### src/include/dcache_macros.svh
`ifndef DCACHE_MACROS_SVH
`define DCACHE_MACROS_SVH

// words of 32 bits in one cache line, power of two
`define DC_WORDS_PER_LINE 8

// associativity, 2 or 4
`define DC_WAYS 4

// total data capacity in bytes
// 2048 bytes with 8-word lines and 4 ways gives 16 sets
`define DC_CACHE_BYTES 2048

// byte address width on both the CPU and memory side
`define DC_ADDR_W 32

`endif

### src/verilog/dcache_pkg.sv
`default_nettype none

`include "dcache_macros.svh"

package dcache_pkg;

	localparam int WORDS_PER_LINE = `DC_WORDS_PER_LINE;
	localparam int WAYS = `DC_WAYS;
	localparam int ADDR_W = `DC_ADDR_W;
	localparam int LINE_BYTES = WORDS_PER_LINE * 4;

	// address split: tag | index | word | byte
	localparam int OFFSET_W = $clog2(LINE_BYTES);
	localparam int WORD_SEL_W = $clog2(WORDS_PER_LINE);
	localparam int SETS = `DC_CACHE_BYTES / (LINE_BYTES * WAYS);
	localparam int INDEX_W = $clog2(SETS);
	localparam int TAG_W = ADDR_W - INDEX_W - OFFSET_W;
	localparam int WAY_W = $clog2(WAYS);
	// one tree node per internal node
	localparam int LRU_W = WAYS - 1;

	typedef logic [31:0] word_t;
	typedef word_t [WORDS_PER_LINE-1:0] line_t;

	// zero byte enable means a load
	typedef struct packed {
		logic [ADDR_W-1:0] addr;
		word_t wdata;
		logic [3:0] be;
	} cpu_req_t;

	typedef struct packed {
		logic valid;
		logic [TAG_W-1:0] tag;
	} tag_entry_t;

	typedef enum logic {
		MEM_READ,
		MEM_WRITE
	} mem_cmd_e;

	// addr is always line aligned
	typedef struct packed {
		mem_cmd_e cmd;
		logic [ADDR_W-1:0] addr;
		line_t wline;
	} mem_req_t;

	typedef enum logic [2:0] {
		ST_INVALIDATE,
		ST_IDLE,
		ST_LOOKUP,
		ST_WRITEBACK,
		ST_REFILL,
		ST_RESPOND
	} ctrl_state_e;

endpackage

`default_nettype wire

### src/verilog/plru_tree.sv
`timescale 1ns/1ps
`default_nettype none

module plru_tree (
	input wire logic i_clk,
	input wire logic i_rst,
	input wire logic [dcache_pkg::INDEX_W-1:0] i_index,
	input wire logic i_update,
	input wire logic [dcache_pkg::WAY_W-1:0] i_way,
	output logic [dcache_pkg::WAY_W-1:0] o_victim_way
);
	import dcache_pkg::*;

	// heap order, node n has children 2n+1 and 2n+2
	// a bit of 0 points at the lower half
	logic [LRU_W-1:0] tree_q [SETS];
	logic [LRU_W-1:0] tree_cur;
	logic [LRU_W-1:0] tree_next;

	assign tree_cur = tree_q[i_index];

	// victim: follow the bits down from the root
	always_comb begin : victim_walk
		int node;
		node = 0;
		o_victim_way = '0;
		for (int lvl = 0; lvl < WAY_W; lvl++) begin
			o_victim_way[WAY_W-1-lvl] = tree_cur[node];
			node = 2 * node + 1 + int'(tree_cur[node]);
		end
	end

	// access: every node on the path points away from the way
	always_comb begin : update_walk
		int node;
		node = 0;
		tree_next = tree_cur;
		for (int lvl = 0; lvl < WAY_W; lvl++) begin
			tree_next[node] = ~i_way[WAY_W-1-lvl];
			node = 2 * node + 1 + int'(i_way[WAY_W-1-lvl]);
		end
	end

	always_ff @(posedge i_clk) begin
		if (i_rst) begin
			for (int s = 0; s < SETS; s++) begin
				tree_q[s] <= '0;
			end
		end else if (i_update) begin
			tree_q[i_index] <= tree_next;
		end
	end

endmodule

`default_nettype wire

### config.mk
export PLATFORM = sky130hd
export DESIGN_NAME = plru_tree
export DESIGN_NICKNAME = d
export VERILOG_FILES = /design/src/verilog/dcache_pkg.sv /design/src/verilog/plru_tree.sv
export VERILOG_INCLUDE_DIRS = /design/src /design/src/include
export SDC_FILE = /design/constraint.sdc
export NUM_CORES = 1
export LEC_CHECK = 0
export BUFFER_PORTS_ARGS = -buffer_cell sky130_fd_sc_hd__buf_2
export CAP_MARGIN = 5
export CORE_AREA = 2 2 81 83
export CTS_BUF_LIST = sky130_fd_sc_hd__clkbuf_4 sky130_fd_sc_hd__clkbuf_8
export DETAILED_ROUTE_END_ITERATION = 10
export DIE_AREA = 0 0 83 85
export PLACE_DENSITY_LB_ADDON = 0.3
export SYNTH_ARGS = -nofsm -noshare
export SYNTH_HDL_FRONTEND = slang
export SYNTH_SLANG_ARGS = --single-unit
export TNS_END_PERCENT = 10
### constraint.sdc
create_clock -name i_clk -period 2.79 [get_ports i_clk]
set_input_delay 0.1395 -clock i_clk [delete_from_list [all_inputs] [get_ports i_clk]]
set_output_delay 0.1395 -clock i_clk [all_outputs]
set_load 0.02 [all_outputs]
### Word level (Yosys, flattened, before mapping)

Memories as Yosys holds them, arrays and structs flattened.
Cells that the tools add are included.

* $add $sub $neg: 2
* $lt $le $gt $ge: 3
* mux-type cells: 14
* bitwise operators: 2
* reductions and logical operators: 2

Operators with widths (number)
* 2-to-1 mux 1 bit: 9
* < comparator 2 x 3 -> 1 bit (second input constant): 2
* adder 1 x 1 -> 2 bit (first input constant): 2
* 2-to-1 mux 4 bit: 1
* bitwise mux 3 bit: 1
* 2-to-1 mux 3 bit: 1
* OR reduction 3 bit: 1
* binary-select mux 1 bit (select 2 bit): 1
* demux 1 bit (select 2 bit): 1
* greater-or-equal comparator 2 x 1 -> 1 bit (second input constant): 1
* NOT 1 bit: 2
* logical AND 1 bit: 1

* bits in registers: 0
* RAM bits: 48
* bits of input ports: 9
* output and inout bits: 2
* logic and storage cells: 24
* memories: 1

Memories
* tree_q: depth 16, width 3, read ports 1, clocked after memory_dff 0, wr ports 16, line plru_tree.sv:16 `logic [LRU_W-1:0] tree_q [SETS];`

### Logic depth before layout (Yosys ltp)

* word-level depth: 7
* gate-level depth with buffers: 7
* mapped depth without buffers: 5

### Worst setup path before layout

No wires, ideal clock.

* kind: input -> output
* from: in i_index[1] in the netlist's numbering
* to: out o_victim_way[0] in the netlist's numbering
* arrival: 1657 ps
* required time: 2651 ps
* setup slack: 993 ps
* stages on the path: 6
* buffers on the path: 2
* cells stage by stage: buf_2 > buf_2 > mux4_2 > a22oi_1 > nand3_1 > a21oi_1

* word-level cells in the longest chain between the ends: 5

RTL lines
* from (decl): line plru_tree.sv:7 `input wire logic [dcache_pkg::INDEX_W-1:0] i_index,`
* memory read (16 x 3 bit) *
* named net o_victim_way, one bit: line plru_tree.sv:10 `output logic [dcache_pkg::WAY_W-1:0] o_victim_way`
* adder 1 x 1 -> 2 bit: line plru_tree.sv:29 `node = 2 * node + 1 + int'(tree_cur[node]);`
* binary-select mux 1 bit (select 2 bit) *
* 2-to-1 mux 1 bit * (2 in a row)
* to (decl): line plru_tree.sv:10

The timed path passes the listed nets; every way through them passes the cells marked *. The select of a mux whose other input is x is not followed.

### Worst setup path after layout

* from: mem tree_q[2][0] in the netlist's numbering
* to: out o_victim_way[0] in the netlist's numbering

* word-level cells in the longest chain between the ends: 5

RTL lines (line)
* from (decl): plru_tree.sv:16
* memory read (16 x 3 bit) *
* adder 1 x 1 -> 2 bit: plru_tree.sv:29
* binary-select mux 1 bit (select 2 bit) *
* 2-to-1 mux 1 bit * (2 in a row)

Mark *: on every way between the ends. The rest lies on a longest branch, timed or not. The select of a mux whose other input is x is not followed.

==> flow_summary.toml <==
[clocking]
clkSinkCount = 48
post_cts_resized = 0
cts_buffer_depth = 2
cts_buffers = 5
postCtsHoldBufs = 0
cts_tree = "yes"
insertion_delay_ps = 300
clk_pin_slew_ps = 80
postCtsSetupBuffers = 0
cts_root_buf = "clkbuf_8"
htree_levels = 2

[pwr]
p_leak_nw = 0.917
clkPwrFrac_pct = 27.2
seq_power_share_pct = 60.1
power_frac_comb_pct = 12.7
intPower_w = 0.00106
switching_share_pct = 24.1
power.switching_w = 0.000335
peakVddDrop_uv = 221
power_density_nw_per_um2 = 538
finalPower_w = 0.00139

[synthesis]
yosysWarnings = 0
synth_cell_types = 27
synthCells = 195
syn-num-nets = 204
async_flop_share_pct = 0
ys_ff_latch = 48
yosysSeqAreaShare_pct = 59.7
synth_edf_count = 48
avgSynthCellArea_um2 = 12.4
ys.flop_type = "edfxtp_1"
synth_area_um2 = 2420

[finish]
area_growth_pct = 7.20
largest_register_ffs = 48
top_regs = "tree_q: 48 flops"
layout_commonest_cell = "edfxtp_1"
regMostFlops = "tree_q"
drive_gt1_share_pct = 18.7
layout_common_cells = "edfxtp_1 (48), nor2_1 (47), nand2b_1 (17)"
fillerInstances = 595
antenna_cells = 0
fin_nets = 212

[run_status]
status = "completed"

[min_path]
hp-start = "i_way[0]"
holdCritPathClass = "primary input to register"

[floorplan]
die_w_um = 83
rows = 29
core-area_um2 = 6200
fp.dieArea_um2 = 7060
die_h_um = 85
pin_count = 11
start_util_pct = 38.9

[sta]
fin_crit_sh_pct = 79.1
skew_ps = 5.14
rsz0062_at_grt = "false"
fmax_mhz = 453
min_period_ps = 2210
drv_slew = 0
worst_pin_slew_ps = 515
finalHoldViolations = 0
setup_viol = 0
fin_setup_tns_ps = 0
maxSlewHeadroom_pct = 65.6

[flow_run]
maxCapViolCount = 0

[grt]
antenna_found_initial = 0
grt_pass1_wl_um = 8420
grtUsageTotal_pct = 15.8
grt_max_degree = 22
grt_remaining_overflow = 0
grt_pass1_vias = 1608

[place]
dp_hpwl_um = 3630
gp_congestion = 0.833
port_buffers = 10

[setup_path]
critPathKind = "register to output port"
worstPathArrival_ps = 2070
start_kind = "register"
cp_max_fo = 3
required_ps = 2650
timing.rr.start = "tree_q[1][2]"
end_kind = "output port"
reg2reg_slack_ps = 830
crit_start = "tree_q[2][0]"

[detailed_routing]
avgRoutedWirePerCell_um = 18.2
ant_nets = 0
wl_um = 5110
drc = 0
vias_per_cell = 5.45
vias = 1527
dr.pass1.iters = 5
dr.first_iter.drc_count = 138
power by group through the flow:
| stage | clock, W | combinational (W) | sequential [W] |
|---|---|---|---|
| floorplan | 0 | 0.000132 | 0.000845 |
| global placement | 0 | 0.000175 | 0.000853 |
| detailed placement | 0 | 0.000176 | 0.000853 |
| CTS | 0.000385 | 0.000177 | 0.000837 |
| global route | 0.000410 | 0.000194 | 0.000839 |
| finish | 0.000379 | 0.000177 | 0.000836 |
synthesized netlist by cell type (all sizes together) (3+ instances only):
library cell  number  area share, %
nand3              6            1.2
mux2i              6            2.5
a21oi              3           0.93
buf               10            3.2
inv                3           0.47
nor2              51            8.3
nand2b            17            4.4
edfxtp            48             60
nor2b              5            1.3
mux4               8            7.5
nor3               5            1.0
nand2             16            2.5
critical path: stages, from the launching register on:
cell      delay, ps
edfxtp_1        410
mux4_2          520
a22oi_1         190
nand3_1         180
nor3_1          220
a21oi_1          80
buf_2           170
path summary, 6_finish.rpt:
check                    endpoint  cells past startpoint
setup reg to reg     tree_q[3][2]                      6
setup / recovery  o_victim_way[0]                      6
hold / removal       tree_q[1][1]                      3
hold reg to reg     tree_q[11][2]                      4
cell type report:
cell class | count | area [um^2] | area share, %
clock inverters | 2 | 7.51 | 0.290
clock buffers | 5 | 68.8 | 2.66
inverters | 3 | 11.3 | 0.435
multi-input cells | 132 | 880 | 34.0
repair buffers | 13 | 85.1 | 3.29
well taps | 77 | 96.3 | 3.72
flip-flops and latches | 48 | 1440 | 55.7
per-stage QoR:
stage | utilization, % | cell area, um^2 | hold slack [ps] | setup WS (ps) | cells
2_1_floorplan | - | 2420 | 411 | 993 | 195
3_3_place_gp | 40.5 | 2510 | 656 | 664 | 273
3_5_place_dp | 40.5 | 2510 | 645 | 624 | 273
4_1_cts | 41.7 | 2590 | 326 | 599 | 280
5_1_grt | 41.7 | 2590 | 378 | 458 | 280
6_report | 41.7 | 2590 | 337 | 582 | 280
metal layers:
layer | GRT usage, % | vias up | routed length, um
li1 | - | 712 | -
met1 | 21.3 | 765 | 2310
met2 | 25.5 | 40 | 2450
met3 | 3.79 | 10 | 257
met4 | 4.92 | 0 | 92
met5 | 0 | - | 0
cells by family after synthesis:
family / Yosys count / synth area share, %
AOI/OAI and AO/OA: 12 / 5.49
buffers and inverters: 15 / 3.94
DFF: 48 / 59.7
muxes: 16 / 10.9
and+or+nand+nor: 104 / 20.0
(Power assumes the default switching activity.)
