[src/include/dcache_macros.svh]
`ifndef DCACHE_MACROS_SVH
`define DCACHE_MACROS_SVH

// words of 32 bits in one cache line, power of two
`define DC_WORDS_PER_LINE 8

// associativity, 2 or 4
`define DC_WAYS 4

// total data capacity in bytes
// 2048 bytes with 8-word lines and 4 ways gives 16 sets
`define DC_CACHE_BYTES 2048

// byte address width on both the CPU and memory side
`define DC_ADDR_W 32

`endif

[src/verilog/dcache_pkg.sv]
`default_nettype none

`include "dcache_macros.svh"

package dcache_pkg;

	localparam int WORDS_PER_LINE = `DC_WORDS_PER_LINE;
	localparam int WAYS = `DC_WAYS;
	localparam int ADDR_W = `DC_ADDR_W;
	localparam int LINE_BYTES = WORDS_PER_LINE * 4;

	// address split: tag | index | word | byte
	localparam int OFFSET_W = $clog2(LINE_BYTES);
	localparam int WORD_SEL_W = $clog2(WORDS_PER_LINE);
	localparam int SETS = `DC_CACHE_BYTES / (LINE_BYTES * WAYS);
	localparam int INDEX_W = $clog2(SETS);
	localparam int TAG_W = ADDR_W - INDEX_W - OFFSET_W;
	localparam int WAY_W = $clog2(WAYS);
	// one tree node per internal node
	localparam int LRU_W = WAYS - 1;

	typedef logic [31:0] word_t;
	typedef word_t [WORDS_PER_LINE-1:0] line_t;

	// zero byte enable means a load
	typedef struct packed {
		logic [ADDR_W-1:0] addr;
		word_t wdata;
		logic [3:0] be;
	} cpu_req_t;

	typedef struct packed {
		logic valid;
		logic [TAG_W-1:0] tag;
	} tag_entry_t;

	typedef enum logic {
		MEM_READ,
		MEM_WRITE
	} mem_cmd_e;

	// addr is always line aligned
	typedef struct packed {
		mem_cmd_e cmd;
		logic [ADDR_W-1:0] addr;
		line_t wline;
	} mem_req_t;

	typedef enum logic [2:0] {
		ST_INVALIDATE,
		ST_IDLE,
		ST_LOOKUP,
		ST_WRITEBACK,
		ST_REFILL,
		ST_RESPOND
	} ctrl_state_e;

endpackage

`default_nettype wire

[src/verilog/cache_ctrl.sv]
`timescale 1ns/1ps
`default_nettype none

module cache_ctrl (
	input wire logic i_clk,
	input wire logic i_rst,
	input wire logic i_cpu_req,
	input wire dcache_pkg::cpu_req_t i_cpu_data,
	output logic o_cpu_ack,
	output dcache_pkg::word_t o_cpu_rdata,
	output logic o_mem_req,
	output dcache_pkg::mem_req_t o_mem_data,
	input wire logic i_mem_ack,
	input wire dcache_pkg::line_t i_mem_rline,
	output logic [dcache_pkg::INDEX_W-1:0] o_tag_index,
	output logic o_tag_we,
	output logic [dcache_pkg::WAYS-1:0] o_tag_way,
	output logic [dcache_pkg::INDEX_W-1:0] o_tag_windex,
	output dcache_pkg::tag_entry_t o_tag_wentry,
	input wire logic i_hit,
	input wire logic [dcache_pkg::WAY_W-1:0] i_hit_way,
	input wire dcache_pkg::tag_entry_t [dcache_pkg::WAYS-1:0] i_way_tags,
	output logic [dcache_pkg::INDEX_W-1:0] o_data_index,
	output logic [dcache_pkg::WORD_SEL_W-1:0] o_word_sel,
	output logic o_word_we,
	output logic [3:0] o_word_be,
	output dcache_pkg::word_t o_word_wdata,
	output logic o_line_we,
	output dcache_pkg::line_t o_line_wdata,
	input wire dcache_pkg::word_t [dcache_pkg::WAYS-1:0] i_way_words,
	input wire dcache_pkg::line_t i_victim_line,
	output logic o_lru_update,
	output logic [dcache_pkg::WAY_W-1:0] o_lru_way,
	input wire logic [dcache_pkg::WAY_W-1:0] i_victim_way
);
	import dcache_pkg::*;

	ctrl_state_e state;
	logic [INDEX_W-1:0] inv_cnt;
	// memory ack seen, waiting for it to fall
	logic mem_seen;

	cpu_req_t req_q;
	logic [WAY_W-1:0] vway_q;
	logic [TAG_W-1:0] vtag_q;
	word_t rdata_q;

	logic [INDEX_W-1:0] req_index;
	logic [TAG_W-1:0] req_tag;
	logic lookup_hit;
	logic fill_take;
	word_t fill_word;

	function automatic word_t merge_bytes(input word_t old_w, input word_t new_w,
			input logic [3:0] be);
		word_t res;
		for (int b = 0; b < 4; b++) begin
			res[8*b +: 8] = be[b] ? new_w[8*b +: 8] : old_w[8*b +: 8];
		end
		return res;
	endfunction

	assign req_index = req_q.addr[OFFSET_W +: INDEX_W];
	assign req_tag = req_q.addr[ADDR_W-1 -: TAG_W];
	assign lookup_hit = (state == ST_LOOKUP) && i_hit;
	// refill line is taken on the first cycle of ack
	assign fill_take = (state == ST_REFILL) && o_mem_req && i_mem_ack;

	// tag side, sweep writes every way of one set per cycle
	assign o_tag_index = req_index;
	assign o_tag_we = (state == ST_INVALIDATE) || fill_take;
	assign o_tag_way = (state == ST_INVALIDATE) ? '1 : WAYS'(1) << vway_q;
	assign o_tag_windex = (state == ST_INVALIDATE) ? inv_cnt : req_index;
	assign o_tag_wentry.valid = (state != ST_INVALIDATE);
	assign o_tag_wentry.tag = (state == ST_INVALIDATE) ? '0 : req_tag;

	// data side
	assign o_data_index = req_index;
	assign o_word_sel = req_q.addr[2 +: WORD_SEL_W];
	assign o_word_we = lookup_hit && (|req_q.be);
	assign o_word_be = req_q.be;
	assign o_word_wdata = req_q.wdata;
	assign o_line_we = fill_take;

	// pending store bytes go into the fetched line
	assign fill_word = merge_bytes(i_mem_rline[o_word_sel], req_q.wdata, req_q.be);
	always_comb begin
		o_line_wdata = i_mem_rline;
		o_line_wdata[o_word_sel] = fill_word;
	end

	assign o_lru_update = lookup_hit || fill_take;
	assign o_lru_way = (state == ST_LOOKUP) ? i_hit_way : vway_q;

	// write-back goes to the victim's own address
	assign o_mem_data.cmd = (state == ST_WRITEBACK) ? MEM_WRITE : MEM_READ;
	assign o_mem_data.addr = {(state == ST_WRITEBACK) ? vtag_q : req_tag,
		req_index, {OFFSET_W{1'b0}}};
	assign o_mem_data.wline = i_victim_line;

	assign o_cpu_ack = (state == ST_RESPOND);
	assign o_cpu_rdata = rdata_q;

	always_ff @(posedge i_clk) begin
		if (i_rst) begin
			state <= ST_INVALIDATE;
			inv_cnt <= '0;
			o_mem_req <= 1'b0;
			mem_seen <= 1'b0;
		end else begin
			case (state)
				ST_INVALIDATE: begin
					inv_cnt <= inv_cnt + 1'b1;
					if (inv_cnt == INDEX_W'(SETS - 1)) begin
						state <= ST_IDLE;
					end
				end
				ST_IDLE: begin
					if (i_cpu_req) begin
						state <= ST_LOOKUP;
					end
				end
				ST_LOOKUP: begin
					if (i_hit) begin
						state <= ST_RESPOND;
					end else begin
						o_mem_req <= 1'b1;
						// no dirty bits, any valid victim is written back
						state <= i_way_tags[i_victim_way].valid ? ST_WRITEBACK : ST_REFILL;
					end
				end
				ST_WRITEBACK, ST_REFILL: begin
					if (o_mem_req && i_mem_ack) begin
						o_mem_req <= 1'b0;
						mem_seen <= 1'b1;
					end else if (mem_seen && !i_mem_ack) begin
						mem_seen <= 1'b0;
						if (state == ST_WRITEBACK) begin
							o_mem_req <= 1'b1;
							state <= ST_REFILL;
						end else begin
							state <= ST_RESPOND;
						end
					end
				end
				ST_RESPOND: begin
					if (!i_cpu_req) begin
						state <= ST_IDLE;
					end
				end
				default: begin
					state <= ST_IDLE;
				end
			endcase
		end
	end

	// miss save registers and response word
	always_ff @(posedge i_clk) begin
		if (state == ST_IDLE && i_cpu_req) begin
			req_q <= i_cpu_data;
		end
		if (state == ST_LOOKUP) begin
			vway_q <= i_victim_way;
			vtag_q <= i_way_tags[i_victim_way].tag;
		end
		// a store answers with the merged word
		if (lookup_hit) begin
			rdata_q <= merge_bytes(i_way_words[i_hit_way], req_q.wdata, req_q.be);
		end else if (fill_take) begin
			rdata_q <= fill_word;
		end
	end

endmodule

`default_nettype wire

[config.mk]
export PLATFORM = sky130hd
export DESIGN_NAME = cache_ctrl
export DESIGN_NICKNAME = d
export VERILOG_FILES = /design/src/verilog/dcache_pkg.sv /design/src/verilog/cache_ctrl.sv
export VERILOG_INCLUDE_DIRS = /design/src /design/src/include
export SDC_FILE = /design/constraint.sdc
export NUM_CORES = 1
export LEC_CHECK = 0
export ABC_AREA = 1
export ABC_CLOCK_PERIOD_IN_PS = 5850
export BUFFER_PORTS_ARGS = -buffer_cell sky130_fd_sc_hd__buf_2
export CORE_AREA = 2 2 571 573
export CTS_CLUSTER_DIAMETER = 30
export DETAILED_ROUTE_END_ITERATION = 7
export DIE_AREA = 0 0 573 575
export SLEW_MARGIN = 20
export SYNTH_ARGS = -nofsm -noshare
export SYNTH_HDL_FRONTEND = slang
export SYNTH_SLANG_ARGS = --single-unit
[constraint.sdc]
create_clock -name i_clk -period 5.85 [get_ports i_clk]
set_input_delay 0.585 -clock i_clk [delete_from_list [all_inputs] [get_ports i_clk]]
set_output_delay 0.585 -clock i_clk [all_outputs]
set_load 0.05 [all_outputs]
**Word-level counts from Yosys, hierarchy flattened**

Cells that the tools add are included.
W data, S select, Z words.

- Register bits after elaboration: 134
- Logic and storage cells: 92

- Add/subtract/negate cells: 1
- $lt $le $gt $ge: 4
- Equality and inequality tests: 14
- Shift-type cells: 1
- Muxes and demuxes: 41
- Reductions and logical operators: 21

Operators by type and width:

| cell | count |
|---|---|
| $bwmux W256 | 1 |
| $mux W32 | 5 |
| $bmux W32 S3 | 1 |
| $demux W32 S3 | 1 |
| $bmux W32 S2 | 1 |
| $mux W8 | 8 |
| $bmux W24 S2 | 1 |
| $mux W23 | 2 |
| $mux W24 | 1 |
| $mux W3 | 7 |
| $pmux W3 S5 | 1 |
| $ne A2 B2 Y1 const B | 5 |
| $logic_and A1 B1 Y1 | 8 |
| $mux W1 | 8 |
| $mux W4 | 2 |
| $eq A3 B2 Y1 const B | 2 |
| $eq A3 B3 Y1 const B | 2 |
| $lt A2 B3 Y1 const B | 2 |
| $ne A3 B3 Y1 const B | 2 |
| $reduce_bool A2 Y1 | 3 |
| $reduce_and A5 Y1 | 1 |
| $add A4 B1 Y4 const B | 1 |
| $eq A4 B4 Y1 const B | 1 |
| $lt A3 B4 Y1 const B | 1 |
| 14 further kinds | 15 |

**Depth between registers and ports, before layout**

Gate-level depths: netlist of the first run.

- Word-level depth: 5
- Mapped depth: 14
- Depth with buffers taken out: 11

**Least setup slack after synthesis of the first run**

OpenSTA, ideal clock, no wires.

- Path kind: reg2out
- Start: register o_mem_req
- End: output port o_lru_update
- Arrival: 4.186 ns
- Data required time: 5.265 ns
- Path slack: 1.079 ns
- Cell stages (with the launch flop): 3
- Buffers on the path: 0
- Cell sequence: dfxtp_1 nand2_1 o21ai_0

- Word-level cells in the longest chain between the ends: 3

RTL lines:

| item | line | source |
|---|---|---|
| start, declared | cache_ctrl.sv:11 | `output logic o_mem_req,` |
| start signal, assigned | cache_ctrl.sv:108 | `o_mem_req <= 1'b0;` |
| start signal, assigned | cache_ctrl.sv:127 | `o_mem_req <= 1'b1;` |
| start signal, assigned | cache_ctrl.sv:134 | `o_mem_req <= 1'b0;` |
| $logic_and A1 B1 Y1 (2 in series) | cache_ctrl.sv:67 | `assign fill_take = (state == ST_REFILL) && o_mem_req && i_mem_ack;` |
| $logic_or A1 B1 Y1 | cache_ctrl.sv:92 | `assign o_lru_update = lookup_hit \|\| fill_take;` |
| end, declared | cache_ctrl.sv:32 | `output logic o_lru_update,` |

No other way between the ends.

==> reports/metrics.cfg, run 1 <==
[global_routing]
grt_pass1_wl_mm=342
antenna_found_initial=149
overflow=0
grtUsageTotal_pct=17.2
grt_max_degree=76
grt_pass1_vias=20400

[power_and_ir_drop]
peakVddDrop_mv=0.204
p_leak_nw=11.2
power_density_nw_per_um2=337
total_power_mw=8.11

[critical_path]
required_ns=5.27
path_cells=clkinv_2 > buf_4 > nor3_4 > buf_4 > inv_1 > buf_4 > nand2_1 > nand2_1 > buf_2
ff2ff_setup_slack_ns=2.05
critPathCaptureType=output port
crit_fanout=35
cp_data_arrival_time_ns=4.08
slowest_delay_ns=0.87
cp_slowest_cell=edfxtp_1
crit_type=reg -> out
cp_num_buf_inv=6
cp-start-kind=flip-flop
cp_top_family=buffers and inverters
crit_path_frequent_cell=buf_4

[placed_design]
placed_cell_area_um2=23200
dp_cells=7592
dpl_worst_slack_ns=1.84
dp_hpwl_mm=271
io_buffers=957
gp_congestion=1.01

[route]
drc=0
firstDrtPassIters=6
viasPerCell=2.93
vias=22500
ant_nets=0
routed_wl_mm=295
first_iter_violations=2365
wl_per_cell_um=38.4

[sta]
hold_slack_ns=0.163
setup_viol=0
max_slew_margin_pct=13.0
fin_ws_ns=1.18
period_share_pct=79.8
clock.fmax_mhz=214
layout_min_cycle_time_ns=4.67
fin_setup_tns_ns=0
drv_slew=0
final-hold-violation-count=0
clock_skew_ns=0.0291
rsz0062_at_grt=false
tightest_slew_ns=1.29

[hold_path]
hold_path_class=in -> reg

[cells_and_area]
stdcell_area_um2=24100
layout_commonest_cell=nand2_1
final_cell_mix=nand2_1 (1556), buf_2 (957), o21ai_0 (156)
finalCoreUtilization_pct=7.45
fin_nets=4108
fin_cells=7685
drive_gt1_share_pct=33.2
syn2layout_area_growth_pct=53.4

[synthesis]
synth_area_um2=15700
seq_area_frac_synth_pct=24.7
netlist_instances=2725
ys_warn_count=0
synth_cell_types=32
avgSynthCellArea_um2=5.76
synth-seq-cells=132

[floorplan]
start_util_pct=4.86
num_io_pins=1477
die-area_um2=329000
rows=209
fp.coreArea_um2=323000
die_x_um=573
die_h_um=575

[clocking]
cts_resized=0
cts_buffer_depth=3
path_clk_slew_ns=0.10
numClockSinks=132
cts_tree=yes
cts_hold_buf=0
cts_buffers=25
h-tree-depth=4
post_cts_buffers=0
insertion_delay_ns=0.59
cts-root-buf=clkbuf_16

[status]
outcome=finished clean

[job]
drv_cap=0

[kinds of logic after synthesis]
logic type                 share of synthesized area [%]
other                                             0.0239
buffers and inverters                               21.7
DFF                                                 24.7
adders and majority gates                         0.0797
AOI/OAI and AO/OA                                   8.13
and+or+nand+nor                                     45.4
[layer usage]
layer | vias to the layer above | wire length, um | GRT usage [%]
met5 | - | 555 | 0.430
met2 | 2237 | 121000 | 25.3
li1 | 9381 | - | -
met4 | 54 | 12300 | 6.17
met3 | 390 | 60100 | 15.0
met1 | 10500 | 101000 | 17.5
[cell usage after synthesis]
cell type | count | share of area (%)
inv_6 | 1 | 0.056
a41oi_1 | 1 | 0.056
o22ai_1 | 53 | 2.1
inv_1 | 51 | 1.2
a21oi_1 | 6 | 0.19
inv_2 | 8 | 0.19
nor2_1 | 152 | 3.6
nor3_4 | 3 | 0.31
dfxtp_1 | 9 | 1.1
nor2_4 | 3 | 0.22
a21boi_1 | 8 | 0.38
clkinv_1 | 2 | 0.048
nand2_2 | 32 | 1.3
o21ai_0 | 157 | 5.0
nand4_1 | 10 | 0.40
conb_1 | 1 | 0.024
nor2_2 | 1 | 0.040
buf_12 | 1 | 0.13
nand3_1 | 62 | 2.0
buf_1 | 4 | 0.096
nand3_4 | 1 | 0.11
nand2_1 | 1558 | 37
buf_2 | 58 | 1.8
buf_6 | 13 | 0.93
ha_1 | 1 | 0.080
clkbuf_1 | 68 | 1.6
a21boi_0 | 8 | 0.38
buf_4 | 324 | 15
inv_4 | 1 | 0.040
edfxtp_1 | 123 | 24
nor3_1 | 4 | 0.13
nor3_2 | 1 | 0.064
[state kept, by name, indices dropped and copies added, names as in the netlist]
signal	flops
o_mem_req	1
vway_q	2
inv_cnt	4
state	3
req_q	23
o_word_be	4
o_word_wdata	32
o_data_index	4
o_cpu_rdata	32
vtag_q	23
o_word_sel	3
mem_seen	1
[worst register-to-register path: stages (launching register included)]
cell      delay, ns
dfxtp_1        0.62
inv_2          0.13
nand3_4        0.20
nor2_4         0.04
buf_4          0.31
inv_2          0.39
nor2_1         0.28
a21boi_0       1.07
o21ai_0        0.43
[cell type report]
cell class / count / area [um2]
Clock buffer: 26 / 629
Antenna cell: 60 / 150
Sequential cell: 132 / 3870
Clock inverter: 7 / 82.6
Inverter: 63 / 245
Fill cell: 38700 / 299000
Timing Repair Buffer: 1006 / 5190
Tap cell: 4325 / 5410
Multi-Input combinational cell: 2066 / 8490
[report_power, final]
group | switching (mW) | leakage [nW] | internal, mW
logic | 4.35 | 9.64 | 0.861
clock network | 0.700 | 0.344 | 0.855
registers | 0.112 | 1.20 | 1.24
[final timing paths]
check                           end            from  cells after the start
setup / recovery  o_line_wdata[199]   o_word_sel[1]                      9
hold / removal      o_word_wdata[6]  i_cpu_data[10]                      1
setup reg to reg    o_cpu_rdata[18]        state[2]                      8
hold reg to reg            mem_seen        mem_seen                      2
(Power assumes the default switching activity.)
==> run 2: changes to the inputs <==
ABC_CLOCK_PERIOD_IN_PS = 4100   (was 5850)
CORE_AREA = 2 2 582 584   (was 2 2 571 573)
DIE_AREA = 0 0 584 586   (was 0 0 573 575)
clock period = 4.1 ns   (was 5.85 ns; I/O delays follow)
==> reports/metrics.cfg, run 2 (same netlist as run 1, synthesis figures left out) <==
[global_routing]
overflow=0  ; unchanged
grt_pass1_vias=21000  ; +2.9%
grtUsageTotal_pct=17.2  ; about the same
grt_pass1_wl_mm=351  ; +2.8%
antenna_found_initial=165  ; +11%
grt_max_degree=67  ; -12%

[sta]
drv_slew=0  ; unchanged
tightest_slew_ns=1.18  ; -0.112 ns
clock_skew_ns=0.0292  ; +0.0000440 ns
layout_min_cycle_time_ns=3.89
clock.fmax_mhz=257
final-hold-violation-count=0  ; unchanged
fin_setup_tns_ns=0  ; unchanged
period_share_pct=94.9
rsz0062_at_grt=false
setup_viol=0  ; unchanged
max_slew_margin_pct=21.2  ; +8.2 points

[hold_path]
hold_end=state[2]
hold_path_class=in -> reg
holdCritStartpoint=i_rst
hold_depth=2  ; +1

[floorplan]
fp.coreArea_um2=336000  ; +3.9%
die-area_um2=342000  ; +3.9%
rows=213  ; +1.9%
die_x_um=584  ; +1.9%
die_h_um=586  ; +1.9%
start_util_pct=4.67  ; -0.18 points
num_io_pins=1477  ; unchanged

[cells_and_area]
finalCoreUtilization_pct=8.35  ; +0.90 points
fin_nets=4209  ; +2.5%
final_cell_mix=nand2_1 (1556), buf_2 (768), buf_12 (203)
layout_commonest_cell=nand2_1
syn2layout_area_growth_pct=78.7
drive_gt1_share_pct=33.1  ; -0.12 points

[route]
ant_nets=0  ; unchanged
drc=0  ; unchanged
viasPerCell=2.92  ; -0.34%
firstDrtPassIters=7  ; +1
routed_wl_mm=307  ; +4.1%
wl_per_cell_um=39.0  ; +1.6%
vias=23000  ; +2.1%
first_iter_violations=2334  ; -1.3%

[power_and_ir_drop]
sw_frac_of_total_pct=60.5  ; -3.0 points
peakVddDrop_mv=0.301  ; +48%
power.clock.fraction_pct=16.5  ; -2.7 points
switching_power_mw=7.48  ; +45%
internal_power_mw=4.88  ; +65%
power_density_nw_per_um2=441  ; +31%
seqPwrFrac_pct=15.6  ; -1.0 points
pwr-share-comb_pct=67.9  ; +3.7 points
p_leak_nw=12.6  ; +13%

[critical_path]
crit_type=reg -> out
cp_slowest_cell=edfxtp_1
crit_fanout=34  ; -2.9%
slowest_delay_ns=0.43  ; -0.44 ns
worst_r2r_path_depth=12  ; +4
critPathCaptureType=output port
path_cells=buf_12 > inv_6 > buf_4 > nand2_1 > nand2_1 > nand2_1 > nand2_1 > nand2_1 > nand2_1 > nand2_1 > nand2_2 > nand2_1 > nand2_1 > buf_2
r2r-end=o_cpu_rdata[7]
reg2reg_from=o_word_sel[0]
cp_data_arrival_time_ns=3.48  ; -0.60 ns
cp-start-kind=flip-flop
crit_path_frequent_cell=nand2_1
ff2ff_setup_slack_ns=1.28  ; -0.77 ns
required_ns=3.69  ; -1.58 ns

[clocking]
cts_buffer_depth=3  ; unchanged
cts_buffers=25  ; unchanged
numClockSinks=132  ; unchanged
path_clk_slew_ns=0.07  ; -0.03 ns
cts_tree=yes
h-tree-depth=4  ; unchanged
insertion_delay_ns=0.57  ; -0.02 ns
cts-root-buf=clkbuf_16

[status]
outcome=finished clean

[job]
drv_cap=0  ; unchanged

[placed_design]
dp_hpwl_mm=284  ; +4.9%
gp_congestion=0.962  ; -5.1%
io_buffers=957  ; unchanged

==> run 2: cell types whose count changed in the layout (fill, tap and decap cells not counted), moves of 24 or more <==
cell	change
dlygate4sd3_1	+66
buf_2	-189
buf_12	+200
buf_4	+24
==> run 2: how the worst max path moves through the flow <==
| stage | startpoint | endpoint | cells after the start |
|---|---|---|---|
| floorplan | state[2] | o_data_index[0] | 4 |
| global placement | o_word_sel[0] | o_line_wdata[215] | 13 |
| detailed placement | o_word_sel[0] | o_line_wdata[215] | 13 |
| CTS | o_word_sel[0] | o_line_wdata[73] | 13 |
| global route | o_word_sel[0] | o_line_wdata[71] | 15 |
| finish | o_word_sel[0] | o_line_wdata[205] | 14 |
==> run 2: per-layer routing <==
layer  vias up  track usage (%)  share of wire (%)
li1       9597                -                  -
met1     10600             17.6                 35
met2      2243             25.8                 42
met3       487             14.0                 19
met4        30             6.20                4.4
met5         -            0.897               0.21
==> run 2: repair_timing <==
action                                  4_1_cts  5_1_grt
buffers inserted                              0        1
hold buffers                                 66        0
endpoints found under the setup margin        0       35
hold endpoints to repair                     66        0
resized for setup                             0        0
==> run 2: power groups by stage <==
stage | Combinational (mW) | Sequential, mW | Clock (mW)
after floorplan | 4.65 | 2.01 | 0
after global placement | 8.55 | 1.96 | 0
after detailed placement | 8.55 | 1.97 | 0
after CTS | 8.62 | 1.94 | 2.19
after global routing | 8.83 | 1.94 | 2.20
final | 8.39 | 1.92 | 2.04
==> run 2: stage by stage <==
| step | power, mW | cell area [um2] | setup WS, ns | hold WS [ns] | cells |
|---|---|---|---|---|---|
| final | 12.4 | 28000 | 0.210 | 0.112 | 7870 |
| after global routing | 13.0 | 28000 | 0.0891 | 0.0634 | 7840 |
| after CTS | 12.8 | 27900 | 0.0181 | 0.0282 | 7806 |
| after detailed placement | 10.5 | 26500 | 0.676 | 0.475 | 7708 |
| after global placement | 10.5 | 26500 | 0.595 | 0.480 | 7708 |
| after floorplan | 6.65 | 15700 | 0.120 | 0.444 | 2729 |
==> run 2: worst max-delay path: cells and delay by family (launching register included) <==
kind          cells  cell delay [ns]
flops             1             0.43
buf+inv           4             1.19
simple gates     10             1.23
==> run 2: layout make-up <==
class	instances	area [um2]
clock inverter	6	50.0
timing repair buffer	1107	9090
tap	4407	5510
clock buffer	26	629
sequential	132	3870
fill	39700	308000
multi-input combinational	2066	8480
inverter	63	245
antenna	63	158
==> run 3: changes to the inputs <==
ABC_AREA = not set   (was 1)
CORE_AREA = 2 2 578 580   (was 2 2 582 584)
DIE_AREA = 0 0 580 582   (was 0 0 584 586)
==> reports/metrics.cfg, run 3 <==
[status]
outcome=finished clean

[synthesis]
avgSynthCellArea_um2=8.53  ; +48%
synth_area_leaders=edfxtp_1 (25%), buf_4 (16%), mux4_2 (12%)
netlist_instances=1762  ; -35%
synth_area_um2=15000  ; -4.2%
ys.flop_type=edfxtp_1
synth_cell_types=58  ; +81%
synth_top_area_share_pct=24.6  ; -13 points
ys_warn_count=0  ; unchanged
yosys.area.top_type=edfxtp_1
async_flop_share_pct=0  ; unchanged
seq_area_frac_synth_pct=25.8  ; +1.1 points
synthTopCellsByCount=nand2_1 (346), buf_4 (312), o21ai_1 (158)
synth_most_common_cell=nand2_1
synth-seq-cells=132  ; unchanged
synth_edf_count=123  ; unchanged

[sta]
clock.fmax_mhz=249  ; -3.2%
setup_viol=0  ; unchanged
clock_skew_ns=0.0657  ; +0.0365 ns
period_share_pct=98.0  ; +3.2 points
layout_min_cycle_time_ns=4.02  ; +0.130 ns
max_slew_margin_pct=31.5  ; +10 points
drv_slew=0  ; unchanged
tightest_slew_ns=1.03  ; -0.154 ns
final-hold-violation-count=0  ; unchanged

[critical_path]
cp_data_arrival_time_ns=3.61  ; +0.13 ns
ff2ff_setup_slack_ns=1.26  ; -0.02 ns
cp_num_buf_inv=3  ; -1
crit_type=reg -> out
cp-start-kind=flip-flop
critPathCaptureType=output port
cp_slowest_cell=o41ai_4
worst_r2r_path_depth=6  ; -6
required_ns=3.69  ; about the same
crit_fanout=20  ; -41%
slowest_delay_ns=0.75  ; +0.32 ns
cp.depth=7  ; -7
cp_top_family=compound AO/OA/AOI/OAI gates
path_cells=buf_12 > buf_4 > and2_1 > mux4_2 > o41ai_4 > o21ai_1 > buf_2

[global_routing]
antenna_found_initial=188  ; +14%
grt_pass1_vias=17900  ; -15%
grtUsageTotal_pct=17.4  ; +0.19 points
overflow=0  ; unchanged
grt_pass1_wl_mm=345  ; -1.8%
grt_max_degree=57  ; -15%

[clocking]
insertion_delay_ns=0.62  ; +0.05 ns
cts-root-buf=clkbuf_16
numClockSinks=132  ; unchanged
path_clk_slew_ns=0.09  ; +0.02 ns
cts_buffers=21  ; -16%
cts_tree=yes
h-tree-depth=4  ; unchanged
cts_buffer_depth=3  ; unchanged

[route]
vias=18900  ; -18%
viasPerCell=2.72  ; -7.0%
ant_nets=0  ; unchanged
drc=0  ; unchanged
routed_wl_mm=305  ; -0.65%
first_iter_violations=1801  ; -23%
wl_per_cell_um=43.8  ; +12%
firstDrtPassIters=5  ; -2

[hold_path]
hold_depth=1  ; -1
hold_path_class=in -> reg

[cells_and_area]
fin_nets=3290  ; -22%
final_cell_mix=buf_2 (933), nand2_1 (336), o21ai_1 (156)
drive_gt1_share_pct=50.6  ; +17 points
finalCoreUtilization_pct=7.69  ; -0.66 points
layout_commonest_cell=buf_2
syn2layout_area_growth_pct=69.8
fin_cells=6963  ; -12%
fill_cells=39000  ; -1.8%

[placed_design]
dp_hpwl_mm=281  ; -1.1%
dp_cells=6764  ; -12%
gp_congestion=0.947  ; -1.5%
io_buffers=957  ; unchanged

[floorplan]
die_x_um=580  ; -0.68%
start_util_pct=4.53  ; -0.15 points
num_io_pins=1477  ; unchanged
die-area_um2=338000  ; -1.4%
fp.coreArea_um2=332000  ; -1.2%
die_h_um=582  ; -0.68%
rows=212  ; -0.47%

[power_and_ir_drop]
power_density_nw_per_um2=214  ; -51%
peakVddDrop_mv=0.202  ; -33%
p_leak_nw=9.82  ; -22%

[job]
drv_cap=0  ; unchanged

run 3: final timing paths:
| path | startpoint | endpoint |
|---|---|---|
| hold / removal | i_cpu_data[40] | o_word_sel[2] |
| hold reg to reg | inv_cnt[1] | inv_cnt[1] |
| setup reg to reg | o_word_sel[0] | o_cpu_rdata[23] |
| setup / recovery | o_word_sel[0] | o_line_wdata[196] |
run 3: power breakdown:
part           switching, mW  leakage, nW  internal [mW]
clock                  0.991        0.313           1.01
sequential           0.00411         1.18           1.47
combinational           1.43         8.33          0.552
run 3: layout make-up:
type	instances	area (um2)	area share [%]
multi-input cells	1141	8340	32.7
diodes	90	225	0.883
clock inverters	11	92.6	0.363
repair buffers	1131	6790	26.6
well taps	4387	5490	21.5
clock buffers	22	529	2.07
flip-flops and latches	132	3870	15.2
inverters	49	184	0.721
run 3: metrics by stage:
stage	power [mW]	setup TNS (ns)	cell area, um2	setup WS (ns)	hold WS [ns]
finish	5.46	0	25500	0.0806	0.0772
global route	5.75	-0.00145	25500	-0.00129	0.0204
CTS	5.67	0	25200	0.000819	0.000142
detailed placement	3.46	0	23800	0.191	0.513
global placement	3.46	0	23800	0.150	0.505
floorplan	2.96	0	15100	0.611	0.467
run 3: what timing repair did:
action                     4_1_cts  5_1_grt
setup buffers                    8        2
hold endpoints to repair        66        0
pin swaps                        6        3
hold buffers                    66        0
resized for setup               14       10
setup endpoints to repair       54       25
run 3: cells by family (layout without fill, tap and decap cells):
group,Yosys count,in the layout,synth area share (%)
compound gates,457,457,21.5
flops,132,132,25.8
other cells,1,95,0.0249
mux,125,125,14.9
simple gates,550,550,17.0
xor+xnor,3,3,0.175
buf+inv,493,1213,20.5
fa+ha+maj,1,1,0.0832
run 3: routing by layer:
| layer | vias up | track usage (%) | wire [um] |
|---|---|---|---|
| li1 | 7499 | - | - |
| met5 | - | 0.184 | 241 |
| met4 | 24 | 7.04 | 14600 |
| met3 | 503 | 19.1 | 74400 |
| met1 | 8894 | 14.2 | 85100 |
| met2 | 1995 | 26.6 | 131000 |
